### src/core_cfg.svh
////////////////////
// fixed constants for the core wrapper glue logic
// settings register map, sync delay, save-state timing
// and the data-table word written after reset
////////////////////

`ifndef CORE_CFG_SVH
`define CORE_CFG_SVH

// settings register addresses on the bridge
`define CFG_ADDR_HIDE_OVERSCAN  32'h0000_0200
`define CFG_ADDR_MASK_EDGES     32'h0000_0204
`define CFG_ADDR_EXTRA_SPRITES  32'h0000_0208
`define CFG_ADDR_PALETTE        32'h0000_020C
`define CFG_ADDR_MULTITAP       32'h0000_0300

// hsync re-timing, in clk_74a cycles
`define CFG_HS_DELAY            7
// save-state busy length
`define CFG_SS_HOLD             2

// data slot index 1 -> table word 1*2+1
`define CFG_DT_SAVE_ADDR        3
`define CFG_DT_SAVE_SIZE        32'h0004_0000

// slot word bit carrying hide_overscan
`define CFG_SLOT_HIDE_BIT       13

`endif

### src/bridge_pkg.sv
////////////////////
// bridge side types
// settings widths, data table and save-state responder states
////////////////////

`default_nettype none

package bridge_pkg;

  // 32-bit bridge bus
  typedef logic [31:0] bridge_addr_t;
  typedef logic [31:0] bridge_data_t;

  // emulator settings
  typedef logic [1:0] edge_mask_t;
  typedef logic [2:0] palette_t;

  // data table word address
  typedef logic [9:0] dt_addr_t;

  // save-state start responder
  typedef enum logic [1:0] {ss_idle, ss_hold, ss_finish} ss_state_t;

endpackage

`default_nettype wire

### src/video_pkg.sv
////////////////////
// video side types
// pixel word and hsync delay counter
////////////////////

`default_nettype none

package video_pkg;

  // 8 bits each of r, g, b
  typedef logic [23:0] rgb_t;

  // wide enough for the hsync delay count
  typedef logic [2:0] hs_delay_t;

endpackage

`default_nettype wire

### src/bridge_settings_regs.sv
////////////////////
// settings registers written over the bridge
// one write per cycle, outputs update on the next cycle
////////////////////

`default_nettype none

`include "core_cfg.svh"

module bridge_settings_regs (
  input  wire                       clk_74a,
  input  wire                       pll_core_locked,
  input  wire bridge_pkg::bridge_addr_t bridge_addr,
  input  wire                       bridge_wr,
  input  wire bridge_pkg::bridge_data_t bridge_wr_data,
  output logic                      hide_overscan,
  output bridge_pkg::edge_mask_t    mask_vid_edges,
  output logic                      allow_extra_sprites,
  output bridge_pkg::palette_t      selected_palette,
  output logic                      multitap_enabled
);

  always_ff @(posedge clk_74a or negedge pll_core_locked) begin
    if (!pll_core_locked) begin
      hide_overscan       <= 1'b0;
      mask_vid_edges      <= '0;
      allow_extra_sprites <= 1'b0;
      selected_palette    <= '0;
      multitap_enabled    <= 1'b0;
    end else if (bridge_wr) begin
      // unlisted addresses fall through, nothing changes
      case (bridge_addr)
        `CFG_ADDR_HIDE_OVERSCAN: hide_overscan       <= bridge_wr_data[0];
        `CFG_ADDR_MASK_EDGES:    mask_vid_edges      <= bridge_wr_data[1:0];
        `CFG_ADDR_EXTRA_SPRITES: allow_extra_sprites <= bridge_wr_data[0];
        // palette index in low 3 bits
        `CFG_ADDR_PALETTE:       selected_palette    <= bridge_wr_data[2:0];
        `CFG_ADDR_MULTITAP:      multitap_enabled    <= bridge_wr_data[0];
        default: ;
      endcase
    end
  end

endmodule

`default_nettype wire

### src/savestate_start_responder.sv
////////////////////
// answers a host save-state start request
// ack pulse, busy for CFG_SS_HOLD cycles, then ok until the next start
////////////////////

`default_nettype none

`include "core_cfg.svh"

module savestate_start_responder (
  input  wire  clk_74a,
  input  wire  pll_core_locked,
  input  wire  savestate_start,
  output logic savestate_start_ack,
  output logic savestate_start_busy,
  output logic savestate_start_ok
);

  bridge_pkg::ss_state_t state;
  logic                  start_prev;
  logic [1:0]            hold_cnt;
  logic                  start_rise;

  // rising edge against the registered copy
  assign start_rise = savestate_start & ~start_prev;

  always_ff @(posedge clk_74a or negedge pll_core_locked) begin
    if (!pll_core_locked) begin
      state               <= bridge_pkg::ss_idle;
      start_prev          <= 1'b0;
      hold_cnt            <= '0;
      savestate_start_ack <= 1'b0;
    end else begin
      start_prev          <= savestate_start;
      savestate_start_ack <= 1'b0;
      case (state)
        bridge_pkg::ss_hold: begin
          // rises in here are dropped
          if (hold_cnt == '0) begin
            state <= bridge_pkg::ss_finish;
          end else begin
            hold_cnt <= hold_cnt - 2'd1;
          end
        end
        default: begin
          // idle or finish, both accept a new start
          if (start_rise) begin
            state               <= bridge_pkg::ss_hold;
            hold_cnt            <= 2'(`CFG_SS_HOLD - 1);
            savestate_start_ack <= 1'b1;
          end
        end
      endcase
    end
  end

  // levels decoded straight from the state register
  assign savestate_start_busy = (state == bridge_pkg::ss_hold);
  assign savestate_start_ok   = (state == bridge_pkg::ss_finish);

endmodule

`default_nettype wire

### src/dataslot_status.sv
////////////////////
// data slot status
// download-in-progress level, plus the save size word written into the data table
////////////////////

`default_nettype none

`include "core_cfg.svh"

module dataslot_status (
  input  wire                   clk_74a,
  input  wire                   pll_core_locked,
  input  wire                   dataslot_requestwrite,
  input  wire                   dataslot_allcomplete,
  input  wire                   has_save,
  output logic                  ioctl_download,
  output bridge_pkg::dt_addr_t  datatable_addr,
  output logic                  datatable_wren,
  output bridge_pkg::bridge_data_t datatable_data
);

  always_ff @(posedge clk_74a or negedge pll_core_locked) begin
    if (!pll_core_locked) begin
      ioctl_download <= 1'b0;
      datatable_addr <= '0;
      datatable_wren <= 1'b0;
      datatable_data <= '0;
    end else begin
      // request wins over completion
      if (dataslot_requestwrite) begin
        ioctl_download <= 1'b1;
      end else if (dataslot_allcomplete) begin
        ioctl_download <= 1'b0;
      end
      // save size write runs every cycle
      datatable_wren <= 1'b1;
      datatable_addr <= bridge_pkg::dt_addr_t'(`CFG_DT_SAVE_ADDR);
      datatable_data <= has_save ? `CFG_DT_SAVE_SIZE : '0;
    end
  end

endmodule

`default_nettype wire

### src/video_sync_shaper.sv
////////////////////
// sync shaping for the scaler
// hsync is delayed by CFG_HS_DELAY so it never lands on vsync
// vsync becomes a single cycle pulse on its rising edge
////////////////////

`default_nettype none

`include "core_cfg.svh"

module video_sync_shaper (
  input  wire  clk_74a,
  input  wire  pll_core_locked,
  input  wire  video_hs_core,
  input  wire  video_vs_core,
  output logic video_hs,
  output logic video_vs
);

  logic                 hs_prev;
  logic                 vs_prev;
  video_pkg::hs_delay_t hs_delay;

  always_ff @(posedge clk_74a or negedge pll_core_locked) begin
    if (!pll_core_locked) begin
      hs_prev  <= 1'b0;
      vs_prev  <= 1'b0;
      hs_delay <= '0;
      video_hs <= 1'b0;
      video_vs <= 1'b0;
    end else begin
      hs_prev <= video_hs_core;
      vs_prev <= video_vs_core;

      // fire on the last count
      video_hs <= (hs_delay == 3'd1);

      // a fresh rise reloads, even mid count
      if (video_hs_core && !hs_prev) begin
        hs_delay <= video_pkg::hs_delay_t'(`CFG_HS_DELAY);
      end else if (hs_delay != '0) begin
        hs_delay <= hs_delay - 3'd1;
      end

      ////////////////////
      // vsync, no delay
      video_vs <= video_vs_core & ~vs_prev;
    end
  end

endmodule

`default_nettype wire

### src/video_pixel_gate.sv
////////////////////
// data enable and pixel gating
// first blanked pixel after active video carries the slot word
////////////////////

`default_nettype none

`include "core_cfg.svh"

module video_pixel_gate (
  input  wire                  clk_74a,
  input  wire                  pll_core_locked,
  input  wire                  h_blank,
  input  wire                  v_blank,
  input  wire video_pkg::rgb_t video_rgb_core,
  input  wire                  hide_overscan,
  output logic                 video_de,
  output video_pkg::rgb_t      video_rgb
);

  logic            de;
  logic            de_prev;
  video_pkg::rgb_t slot_rgb;

  // active when neither blank is up
  assign de = ~(h_blank | v_blank);

  always_comb begin
    slot_rgb = '0;
    slot_rgb[`CFG_SLOT_HIDE_BIT] = hide_overscan;
  end

  always_ff @(posedge clk_74a or negedge pll_core_locked) begin
    if (!pll_core_locked) begin
      de_prev   <= 1'b0;
      video_de  <= 1'b0;
      video_rgb <= '0;
    end else begin
      de_prev  <= de;
      video_de <= de;
      if (de) begin
        video_rgb <= video_rgb_core;
      end else if (de_prev) begin
        // enable just fell
        video_rgb <= slot_rgb;
      end else begin
        video_rgb <= '0;
      end
    end
  end

endmodule

`default_nettype wire

### src/apf_core_top.sv
////////////////////
// glue logic top for the console core wrapper
// settings, save-state start, data slot status and video out, all on clk_74a
////////////////////

`default_nettype none

module apf_core_top (
  input  wire                       clk_74a,
  input  wire                       pll_core_locked,

  // bridge writes
  input  wire bridge_pkg::bridge_addr_t bridge_addr,
  input  wire                       bridge_wr,
  input  wire bridge_pkg::bridge_data_t bridge_wr_data,

  // emulator settings
  output wire                       hide_overscan,
  output bridge_pkg::edge_mask_t    mask_vid_edges,
  output wire                       allow_extra_sprites,
  output bridge_pkg::palette_t      selected_palette,
  output wire                       multitap_enabled,

  // save-state start handshake
  input  wire                       savestate_start,
  output wire                       savestate_start_ack,
  output wire                       savestate_start_busy,
  output wire                       savestate_start_ok,

  // data slots
  input  wire                       dataslot_requestwrite,
  input  wire                       dataslot_allcomplete,
  input  wire                       has_save,
  output wire                       ioctl_download,
  output bridge_pkg::dt_addr_t      datatable_addr,
  output wire                       datatable_wren,
  output bridge_pkg::bridge_data_t  datatable_data,

  // video from the core, and to the scaler
  input  wire                       h_blank,
  input  wire                       v_blank,
  input  wire                       video_hs_core,
  input  wire                       video_vs_core,
  input  wire video_pkg::rgb_t      video_rgb_core,
  output wire                       video_de,
  output video_pkg::rgb_t           video_rgb,
  output wire                       video_hs,
  output wire                       video_vs
);

  bridge_settings_regs i_settings (
    .clk_74a            (clk_74a),
    .pll_core_locked    (pll_core_locked),
    .bridge_addr        (bridge_addr),
    .bridge_wr          (bridge_wr),
    .bridge_wr_data     (bridge_wr_data),
    .hide_overscan      (hide_overscan),
    .mask_vid_edges     (mask_vid_edges),
    .allow_extra_sprites(allow_extra_sprites),
    .selected_palette   (selected_palette),
    .multitap_enabled   (multitap_enabled)
  );

  savestate_start_responder i_ss_start (
    .clk_74a             (clk_74a),
    .pll_core_locked     (pll_core_locked),
    .savestate_start     (savestate_start),
    .savestate_start_ack (savestate_start_ack),
    .savestate_start_busy(savestate_start_busy),
    .savestate_start_ok  (savestate_start_ok)
  );

  dataslot_status i_dataslot (
    .clk_74a              (clk_74a),
    .pll_core_locked      (pll_core_locked),
    .dataslot_requestwrite(dataslot_requestwrite),
    .dataslot_allcomplete (dataslot_allcomplete),
    .has_save             (has_save),
    .ioctl_download       (ioctl_download),
    .datatable_addr       (datatable_addr),
    .datatable_wren       (datatable_wren),
    .datatable_data       (datatable_data)
  );

  ////////////////////
  // video
  video_sync_shaper i_sync (
    .clk_74a        (clk_74a),
    .pll_core_locked(pll_core_locked),
    .video_hs_core  (video_hs_core),
    .video_vs_core  (video_vs_core),
    .video_hs       (video_hs),
    .video_vs       (video_vs)
  );

  // hide_overscan also feeds the slot word
  video_pixel_gate i_pixel (
    .clk_74a        (clk_74a),
    .pll_core_locked(pll_core_locked),
    .h_blank        (h_blank),
    .v_blank        (v_blank),
    .video_rgb_core (video_rgb_core),
    .hide_overscan  (hide_overscan),
    .video_de       (video_de),
    .video_rgb      (video_rgb)
  );

endmodule

`default_nettype wire

### config.mk
export PLATFORM = sky130hd
export DESIGN_NAME = apf_core_top
export DESIGN_NICKNAME = d
export VERILOG_FILES = /design/src/bridge_pkg.sv /design/src/video_pkg.sv /design/src/bridge_settings_regs.sv /design/src/savestate_start_responder.sv /design/src/dataslot_status.sv /design/src/video_sync_shaper.sv /design/src/video_pixel_gate.sv /design/src/apf_core_top.sv
export VERILOG_INCLUDE_DIRS = /design/src
export SDC_FILE = /design/constraint.sdc
export NUM_CORES = 1
export LEC_CHECK = 0
export BUFFER_PORTS_ARGS = -buffer_cell sky130_fd_sc_hd__buf_4
export CAP_MARGIN = 20
export CORE_MARGIN = 2
export CORE_UTILIZATION = 35
export DETAILED_ROUTE_END_ITERATION = 10
export MAX_ROUTING_LAYER = met4
export PLACE_DENSITY_LB_ADDON = 0.3
export SETUP_SLACK_MARGIN = 0.15
export SLEW_MARGIN = 20
export SYNTH_ARGS = -nofsm -noshare
export SYNTH_HDL_FRONTEND = slang
export SYNTH_SLANG_ARGS = --single-unit
### constraint.sdc
create_clock -name clk_74a -period 1 [get_ports clk_74a]
set_input_delay 0.1 -clock clk_74a [delete_from_list [all_inputs] [get_ports clk_74a]]
set_output_delay 0.1 -clock clk_74a [all_outputs]
set_load 0.05 [all_outputs]
# --- Word-level counts from Yosys, hierarchy flattened ---
# Cells that the tools add are included.
word_totals:
  regBits: 81
  latch_bits: 0
  ramBits: 0
  mem_bits_ro: 0
  inputBits: 99
  output_inout_bits: 82
  word_cells: 66
  n_memories: 0
classes:
  n_addsub: 2
  n_mul: 0
  n_div: 0
  order_cmp: 0
  eq_ne: 10
  shifts: 0
  n_mux: 14
  n_bitwise: 6
  reduce_logical: 14
op_table:
  columns: ["cell", "n"]
  rows:
  - ["32-bit by 10-bit equality test with 1-bit output, second input constant", 5]
  - ["24-bit two-way mux", 1]
  - ["19-bit two-way mux", 1]
  - ["14-bit two-way mux", 1]
  - ["2-bit AND reduction", 7]
  - ["2-bit two-way mux", 5]
  - ["3-bit two-way mux", 2]
  - ["2-bit nonzero test", 3]
  - ["1-bit two-way mux", 4]
  - ["3-bit by 1-bit equality test with 1-bit output, second input constant", 1]
  - ["1-bit NOT", 3]
  - ["3-bit nonzero test", 1]
  - ["3-bit by 1-bit subtractor with 3-bit output, second input constant", 1]
  - ["1-bit bitwise AND", 2]
  - ["2-bit by 1-bit equality test with 1-bit output, second input constant", 1]
  - ["2-bit equality test, second input constant", 1]
  - ["2-bit zero test", 1]
  - ["2-bit by 1-bit != test with 1-bit output, second input constant", 1]
  - ["2-bit != test, second input constant", 1]
  - ["2-bit by 1-bit subtractor with 2-bit output, second input constant", 1]
  - ["1-bit logical AND", 1]
  - ["1-bit zero test", 1]
  - ["1-bit bitwise OR", 1]

# --- Longest topological paths before layout ---
logic_depth:
  ltp_word: 4
  mapped_depth: 6
  depth_no_buf: 6

# --- Cells and area by module ---
# Synthesis repeated with hierarchy kept, for this count alone.
hier_totals:
  hier_cells: 187
  hier_area_um2: 2329.7
modules_own_cells:
  columns: ["mod", "n_inst", "cells_each", "area_per_inst_um2", "seq_area_each_um2"]
  rows:
  - ["video_pixel_gate", 1, 54, 837.1, 625.6]
  - ["bridge_settings_regs", 1, 36, 494.2, 200.2]
  - ["dataslot_status", 1, 48, 401.6, 75.1]
  - ["video_sync_shaper", 1, 23, 306.5, 175.2]
  - ["savestate_start_responder", 1, 26, 290.3, 150.1]

# --- Worst setup path before layout ---
# No wires, ideal clock.
synth_path:
  path_type: "register -> register"
  start: "reg i_ss_start.state[1]"
  end: "reg i_ss_start.hold_cnt[0]"
  setup_ns: 0.128
  arrival_time_ns: 1.594
  required_ns: 0.872
  setup_slack_ns: -0.722
  path_stages_with_launch: 5
  path_buffers: 0
  period_less_slack_ns: 1.722
  cell_sequence: "dfrtp_1 > nor2b_1 > nand2_1 > o21ai_0 > o21ai_0"
synth_between:
  elab_chain_len: 3
  elab_cells_between_ends: 5
  cone_classes: "2 x eq/ne; 1 x mux; 2 x reduce/logical"
synth_lines:
  columns: ["element", "line", "text"]
  rows:
  - ["start: declaration", "savestate_start_responder.sv:19", "bridge_pkg::ss_state_t state;"]
  - ["start signal: assignment", "savestate_start_responder.sv:29", "state <= bridge_pkg::ss_idle;"]
  - ["start signal: assignment", "savestate_start_responder.sv:40", "state <= bridge_pkg::ss_finish;"]
  - ["start signal: assignment", "savestate_start_responder.sv:48", "state <= bridge_pkg::ss_hold;"]
  - ["2-bit by 1-bit equality test with 1-bit output *", null, null]
  - ["net savestate_start_busy", "apf_core_top.sv:27", "output wire savestate_start_busy,"]
  - ["2-bit != test (no source line) / 2-bit nonzero test (equally long branches)", null, null]
  - ["2-bit AND reduction (no source line)", null, null]
  - ["end signal: assignment", "savestate_start_responder.sv:42", "hold_cnt <= hold_cnt - 2'd1;"]
  - ["end signal: assignment", "savestate_start_responder.sv:49", "hold_cnt <= 2'(`CFG_SS_HOLD - 1);"]
  - ["end: declaration", "savestate_start_responder.sv:21", "logic [1:0] hold_cnt;"]
# Mark *: on every way through the listed nets, which the timed path passes. The rest lies on a longest branch.
# A chain may end at the register's enable or synchronous reset.

# --- Worst setup path in the final report ---
layout_path:
  start: "in bridge_addr[29]"
  end: "reg i_settings.mask_vid_edges[0]"
layout_between:
  elab_chain_len: 2
layout_lines:
  columns: ["element", "line", "text"]
  rows:
  - ["start: declaration", "apf_core_top.sv:13", "input wire bridge_pkg::bridge_addr_t bridge_addr,"]
  - ["32-bit by 10-bit equality test with 1-bit output", "bridge_settings_regs.sv:32", "case (bridge_addr)"]
  - ["2-bit AND reduction (no source line)", null, null]
  - ["end signal: assignment", "bridge_settings_regs.sv:34", "`CFG_ADDR_MASK_EDGES: mask_vid_edges <= bridge_wr_data[1:0];"]
  - ["end: declaration", "bridge_settings_regs.sv:17", "output bridge_pkg::edge_mask_t mask_vid_edges,"]
# No other way between the ends.

==> impl_metrics.env <==
export IMPL_run_status="complete, but fails checks"
export IMPL_violations_in_the_final_reports="negative setup slack"
export IMPL_muxShareOfSynthArea_pct=4.89
export IMPL_synth_yosys_warnings=0
export IMPL_share_seq_of_total_power_pct=38.1
export IMPL_core_ar_mm2=0.00599
export IMPL_vdd_ir_drop_max_mv=1.91
export IMPL_tritoncts="done"
export IMPL_grt_met2_usage_pct=28.1
export IMPL_die_area_mm2=0.00693
export IMPL_synth_top_cell_area_share_pct=55.8
export IMPL_dp_final_hpwl_um=3760
export IMPL_path_class="input pin to flip-flop"
export IMPL_worst_hold_path_stage_count=2
export IMPL_synth_ff_latch_count=49
export IMPL_final_critical_path_setup_slack_ns=-0.361
export IMPL_use_met1_pct=17.1
export IMPL_power_share_switching_pct=36.1
export IMPL_initial_utilization_pct=36.7
export IMPL_die_w_um=83.3
export IMPL_clock_path_buffers=2
export IMPL_cp_data_required_time_ns=1.18
export IMPL_setup_viol=16
export IMPL_timing_hold_worst_class="input pin to flip-flop"
export IMPL_internal_power_uw=3880
export IMPL_hold_start="video_rgb_core[3]"
export IMPL_leakage_uw=0.00198
export IMPL_cts_clk_slew_worst_paths_ns=0.09
export IMPL_synth_compound_gate_area_share_pct=1.99
export IMPL_average_cell_area_after_synthesis_um2=11.8
export IMPL_final_setup_skew_ns=0.00355
export IMPL_h_tree_levels=2
export IMPL_final_design_area_no_fill_mm2=0.00388
export IMPL_worstHoldEndpoint="i_pixel.video_rgb[3]"
export IMPL_startpoint_types="input pin"
export IMPL_drt_wl_total_um=5230
export IMPL_startpoint_of_the_worst_slack_reg_to_reg_timing_path="i_sync.hs_delay[1]"
export IMPL_placement_rows=28
export IMPL_post_placement_worst_setup_slack_ns=-0.696
export IMPL_first_pass_grt_wire_length_um=8450
export IMPL_synth_simple_gate_area_share_pct=19.0
export IMPL_grt_use_total_pct=15.6
export IMPL_synth_area_leaders="sky130_fd_sc_hd__dfrtp_1, sky130_fd_sc_hd__buf_4, sky130_fd_sc_hd__and2_1, sky130_fd_sc_hd__mux2_1, sky130_fd_sc_hd__nor4_2"
export IMPL_route_detailed_drc=0
export IMPL_synth_edff_count=0
export IMPL_max_freq_mhz=735
export IMPL_yosys_most_used_dff="sky130_fd_sc_hd__dfrtp_1"
export IMPL_timing_critical_path_fanout_max=2
export IMPL_place_gp_congestion=0.752
export IMPL_r2r_worst_path_cells=5
export IMPL_worstPathArrival_ns=1.55
export IMPL_use_met3_pct=2.58
export IMPL_ioPinCount=181
export IMPL_largest_family_of_logic_cells_by_synthesized_area="simple AND/OR/NAND/NOR gates"
export IMPL_worstSkewPairLatency_ns=0.29
export IMPL_power_density_mw_per_mm2=1570
export IMPL_largest_net_degree_at_the_start_of_global_routing=23
export IMPL_synth_yosys_seq_area_share_pct=55.8
export IMPL_nets=448
export IMPL_first_global_vias=1826
export IMPL_dieHeight_um=83.3
export IMPL_ff2ff_setup_slack_ns=-0.04
export IMPL_synth_most_common_cell="sky130_fd_sc_hd__dfrtp_1"
export IMPL_unrepaired_setup_endpoints_after_global_routing="true"
export IMPL_antenna_violations_before_repair=0
export IMPL_comb_power_share_pct=43.7
export IMPL_synth_distinct_cells=25
export IMPL_grt_busiest_layer="met2"
export IMPL_clk_root_buffer_cell="sky130_fd_sc_hd__clkbuf_8"
export IMPL_drt_initial_drc_count=40
export IMPL_tritoncts_num_sinks=49
export IMPL_async_flop_share_pct=100
export IMPL_p_sw_uw=2190
export IMPL_hold_viol=0
export IMPL_worst_r2r_endpoint="i_sync.hs_delay[0]"
export IMPL_antenna_violating_nets_post_route=0
export IMPL_yosysTopAreaCell="sky130_fd_sc_hd__dfrtp_1"
export IMPL_synthesis_instances=186
export IMPL_grt_ovfl_total=0
export IMPL_min_period_over_period_pct=136
export IMPL_placedInstanceArea_mm2=0.00316
export IMPL_area_growth_syn_to_layout_pct=76.6
export IMPL_drive_gt1_share_pct=52.6
export IMPL_post_synth_instance_area_mm2=0.00220
export IMPL_maxCapViolCount=0
export IMPL_n_antenna_cell=0
export IMPL_end_kind="flip-flop"
export IMPL_synth_xor_xnor_area_share_pct=0.398
export IMPL_share_clk_of_total_power_pct=18.3
export IMPL_drv_slew=0
export IMPL_io_buffer_count=112
export IMPL_detail_route_wl_per_cell_um=12.4
export IMPL_fraction_of_the_mapped_netlist_area_in_adder_cells_pct=2.28
export IMPL_drt_first_pass_iters=4
export IMPL_vias_per_cell=4.14
export IMPL_num_vias=1743
export IMPL_cts_buffers=5
export IMPL_synthTopCellsByCount="sky130_fd_sc_hd__dfrtp_1, sky130_fd_sc_hd__buf_4, sky130_fd_sc_hd__and2_1, sky130_fd_sc_hd__nand2_1"
export IMPL_final_min_clock_period_ns=1.36
sequential cells by signal, indices dropped and copies added, names as in the netlist, 2 cells and up:
| name | count |
|---|---|
| i_ss_start.hold_cnt | 2 |
| i_sync.hs_delay | 3 |
| i_settings.selected_palette | 3 |
| i_pixel.video_rgb | 24 |
| i_ss_start.state | 2 |
| i_settings.mask_vid_edges | 2 |
per-layer routing:
metal | wire, um | vias to the layer above
met5 | 0 | -
met4 | 109 | 0
met3 | 254 | 8
met2 | 3010 | 75
met1 | 1860 | 822
li1 | - | 838
worst max-delay path by stage:
stage / start / to / slack (ns) / cells past startpoint
after floorplan: bridge_addr[21] / i_settings.mask_vid_edges[0] / -0.52 / 4
after global placement: bridge_addr[1] / i_settings.mask_vid_edges[0] / -0.66 / 5
after detailed placement: bridge_addr[1] / i_settings.mask_vid_edges[1] / -0.70 / 5
final: bridge_addr[29] / i_settings.mask_vid_edges[0] / -0.36 / 5
after CTS: bridge_addr[1] / i_settings.mask_vid_edges[1] / -0.35 / 5
after global routing: bridge_addr[13] / i_settings.selected_palette[2] / -0.39 / 7
worst max-delay path, cell delays in order:
cell and delay [ns]:
sky130_fd_sc_hd__buf_4 0.12, sky130_fd_sc_hd__nor4_4 0.25, sky130_fd_sc_hd__nand4_1 0.19, sky130_fd_sc_hd__or4b_4 0.58, sky130_fd_sc_hd__mux2_4 0.31
layout make-up:
class,instances,area (um^2)
clock buffer,7,76.3
multi-input combinational,126,985
fill,454,2110
tap,75,93.8
timing repair buffer,157,1470
clock inverter,1,7.51
sequential,49,1230
inverter,6,22.5
cell families after synthesis:
group / Yosys count
AND/OR/NAND/NOR: 65
flip-flops: 49
buffers and inverters: 49
multiplexers: 9
AO/OA/AOI/OAI: 7
adder cells (fa/ha/maj): 4
other: 2
XOR/XNOR: 1
cells in the final DEF, fill, tap and decap left out, types with 2 or more instances in the layout:
master / count
sky130_fd_sc_hd__and2_1: 23
sky130_fd_sc_hd__nand4_1: 3
sky130_fd_sc_hd__nor2b_4: 3
sky130_fd_sc_hd__buf_6: 53
sky130_fd_sc_hd__inv_1: 4
sky130_fd_sc_hd__conb_1: 40
sky130_fd_sc_hd__nor4b_4: 2
sky130_fd_sc_hd__clkbuf_1: 2
sky130_fd_sc_hd__dfrtp_1: 45
sky130_fd_sc_hd__clkbuf_8: 5
sky130_fd_sc_hd__nor2_1: 4
sky130_fd_sc_hd__mux2_4: 5
sky130_fd_sc_hd__nor4_4: 6
sky130_fd_sc_hd__nor2b_1: 2
sky130_fd_sc_hd__o21ai_2: 2
sky130_fd_sc_hd__nand2b_1: 3
sky130_fd_sc_hd__nand2_1: 10
sky130_fd_sc_hd__dfrtp_2: 4
sky130_fd_sc_hd__buf_8: 4
sky130_fd_sc_hd__dlygate4sd3_1: 18
sky130_fd_sc_hd__buf_4: 81
sky130_fd_sc_hd__inv_2: 2
sky130_fd_sc_hd__mux2_1: 3
sky130_fd_sc_hd__ha_4: 3
per-stage QoR:
stage	power [uW]	hold slack, ns	std cells	util, %	TNS (ns)
2_1_floorplan	3790	-0.196	224	-	-3.44
3_3_place_gp	4340	-0.00314	382	52.7	-5.02
3_5_place_dp	4400	-0.00724	382	52.7	-5.41
4_1_cts	6040	0.00143	417	63.8	-2.55
5_1_grt	6440	0.00219	421	64.8	-3.80
6_report	6080	0.0151	421	64.8	-2.66
power groups by stage:
stage / clock, uW / sequential (uW) / combinational (uW)
6_report: 1110 / 2310 / 2650
5_1_grt: 1270 / 2350 / 2830
4_1_cts: 1170 / 2310 / 2560
3_5_place_dp: 0 / 2330 / 2070
3_3_place_gp: 0 / 2330 / 2010
2_1_floorplan: 0 / 2580 / 1210
repair_timing:
| item | CTS | global route |
|---|---|---|
| gates cloned | 0 | 0 |
| resized for setup | 79 | 7 |
| buffers inserted | 9 | 4 |
| endpoints found under the hold margin | 66 | 0 |
| pin swaps | 11 | 7 |
| setup endpoints to repair | 59 | 60 |
| hold buffers | 18 | 0 |
(Power assumes the default switching activity.)
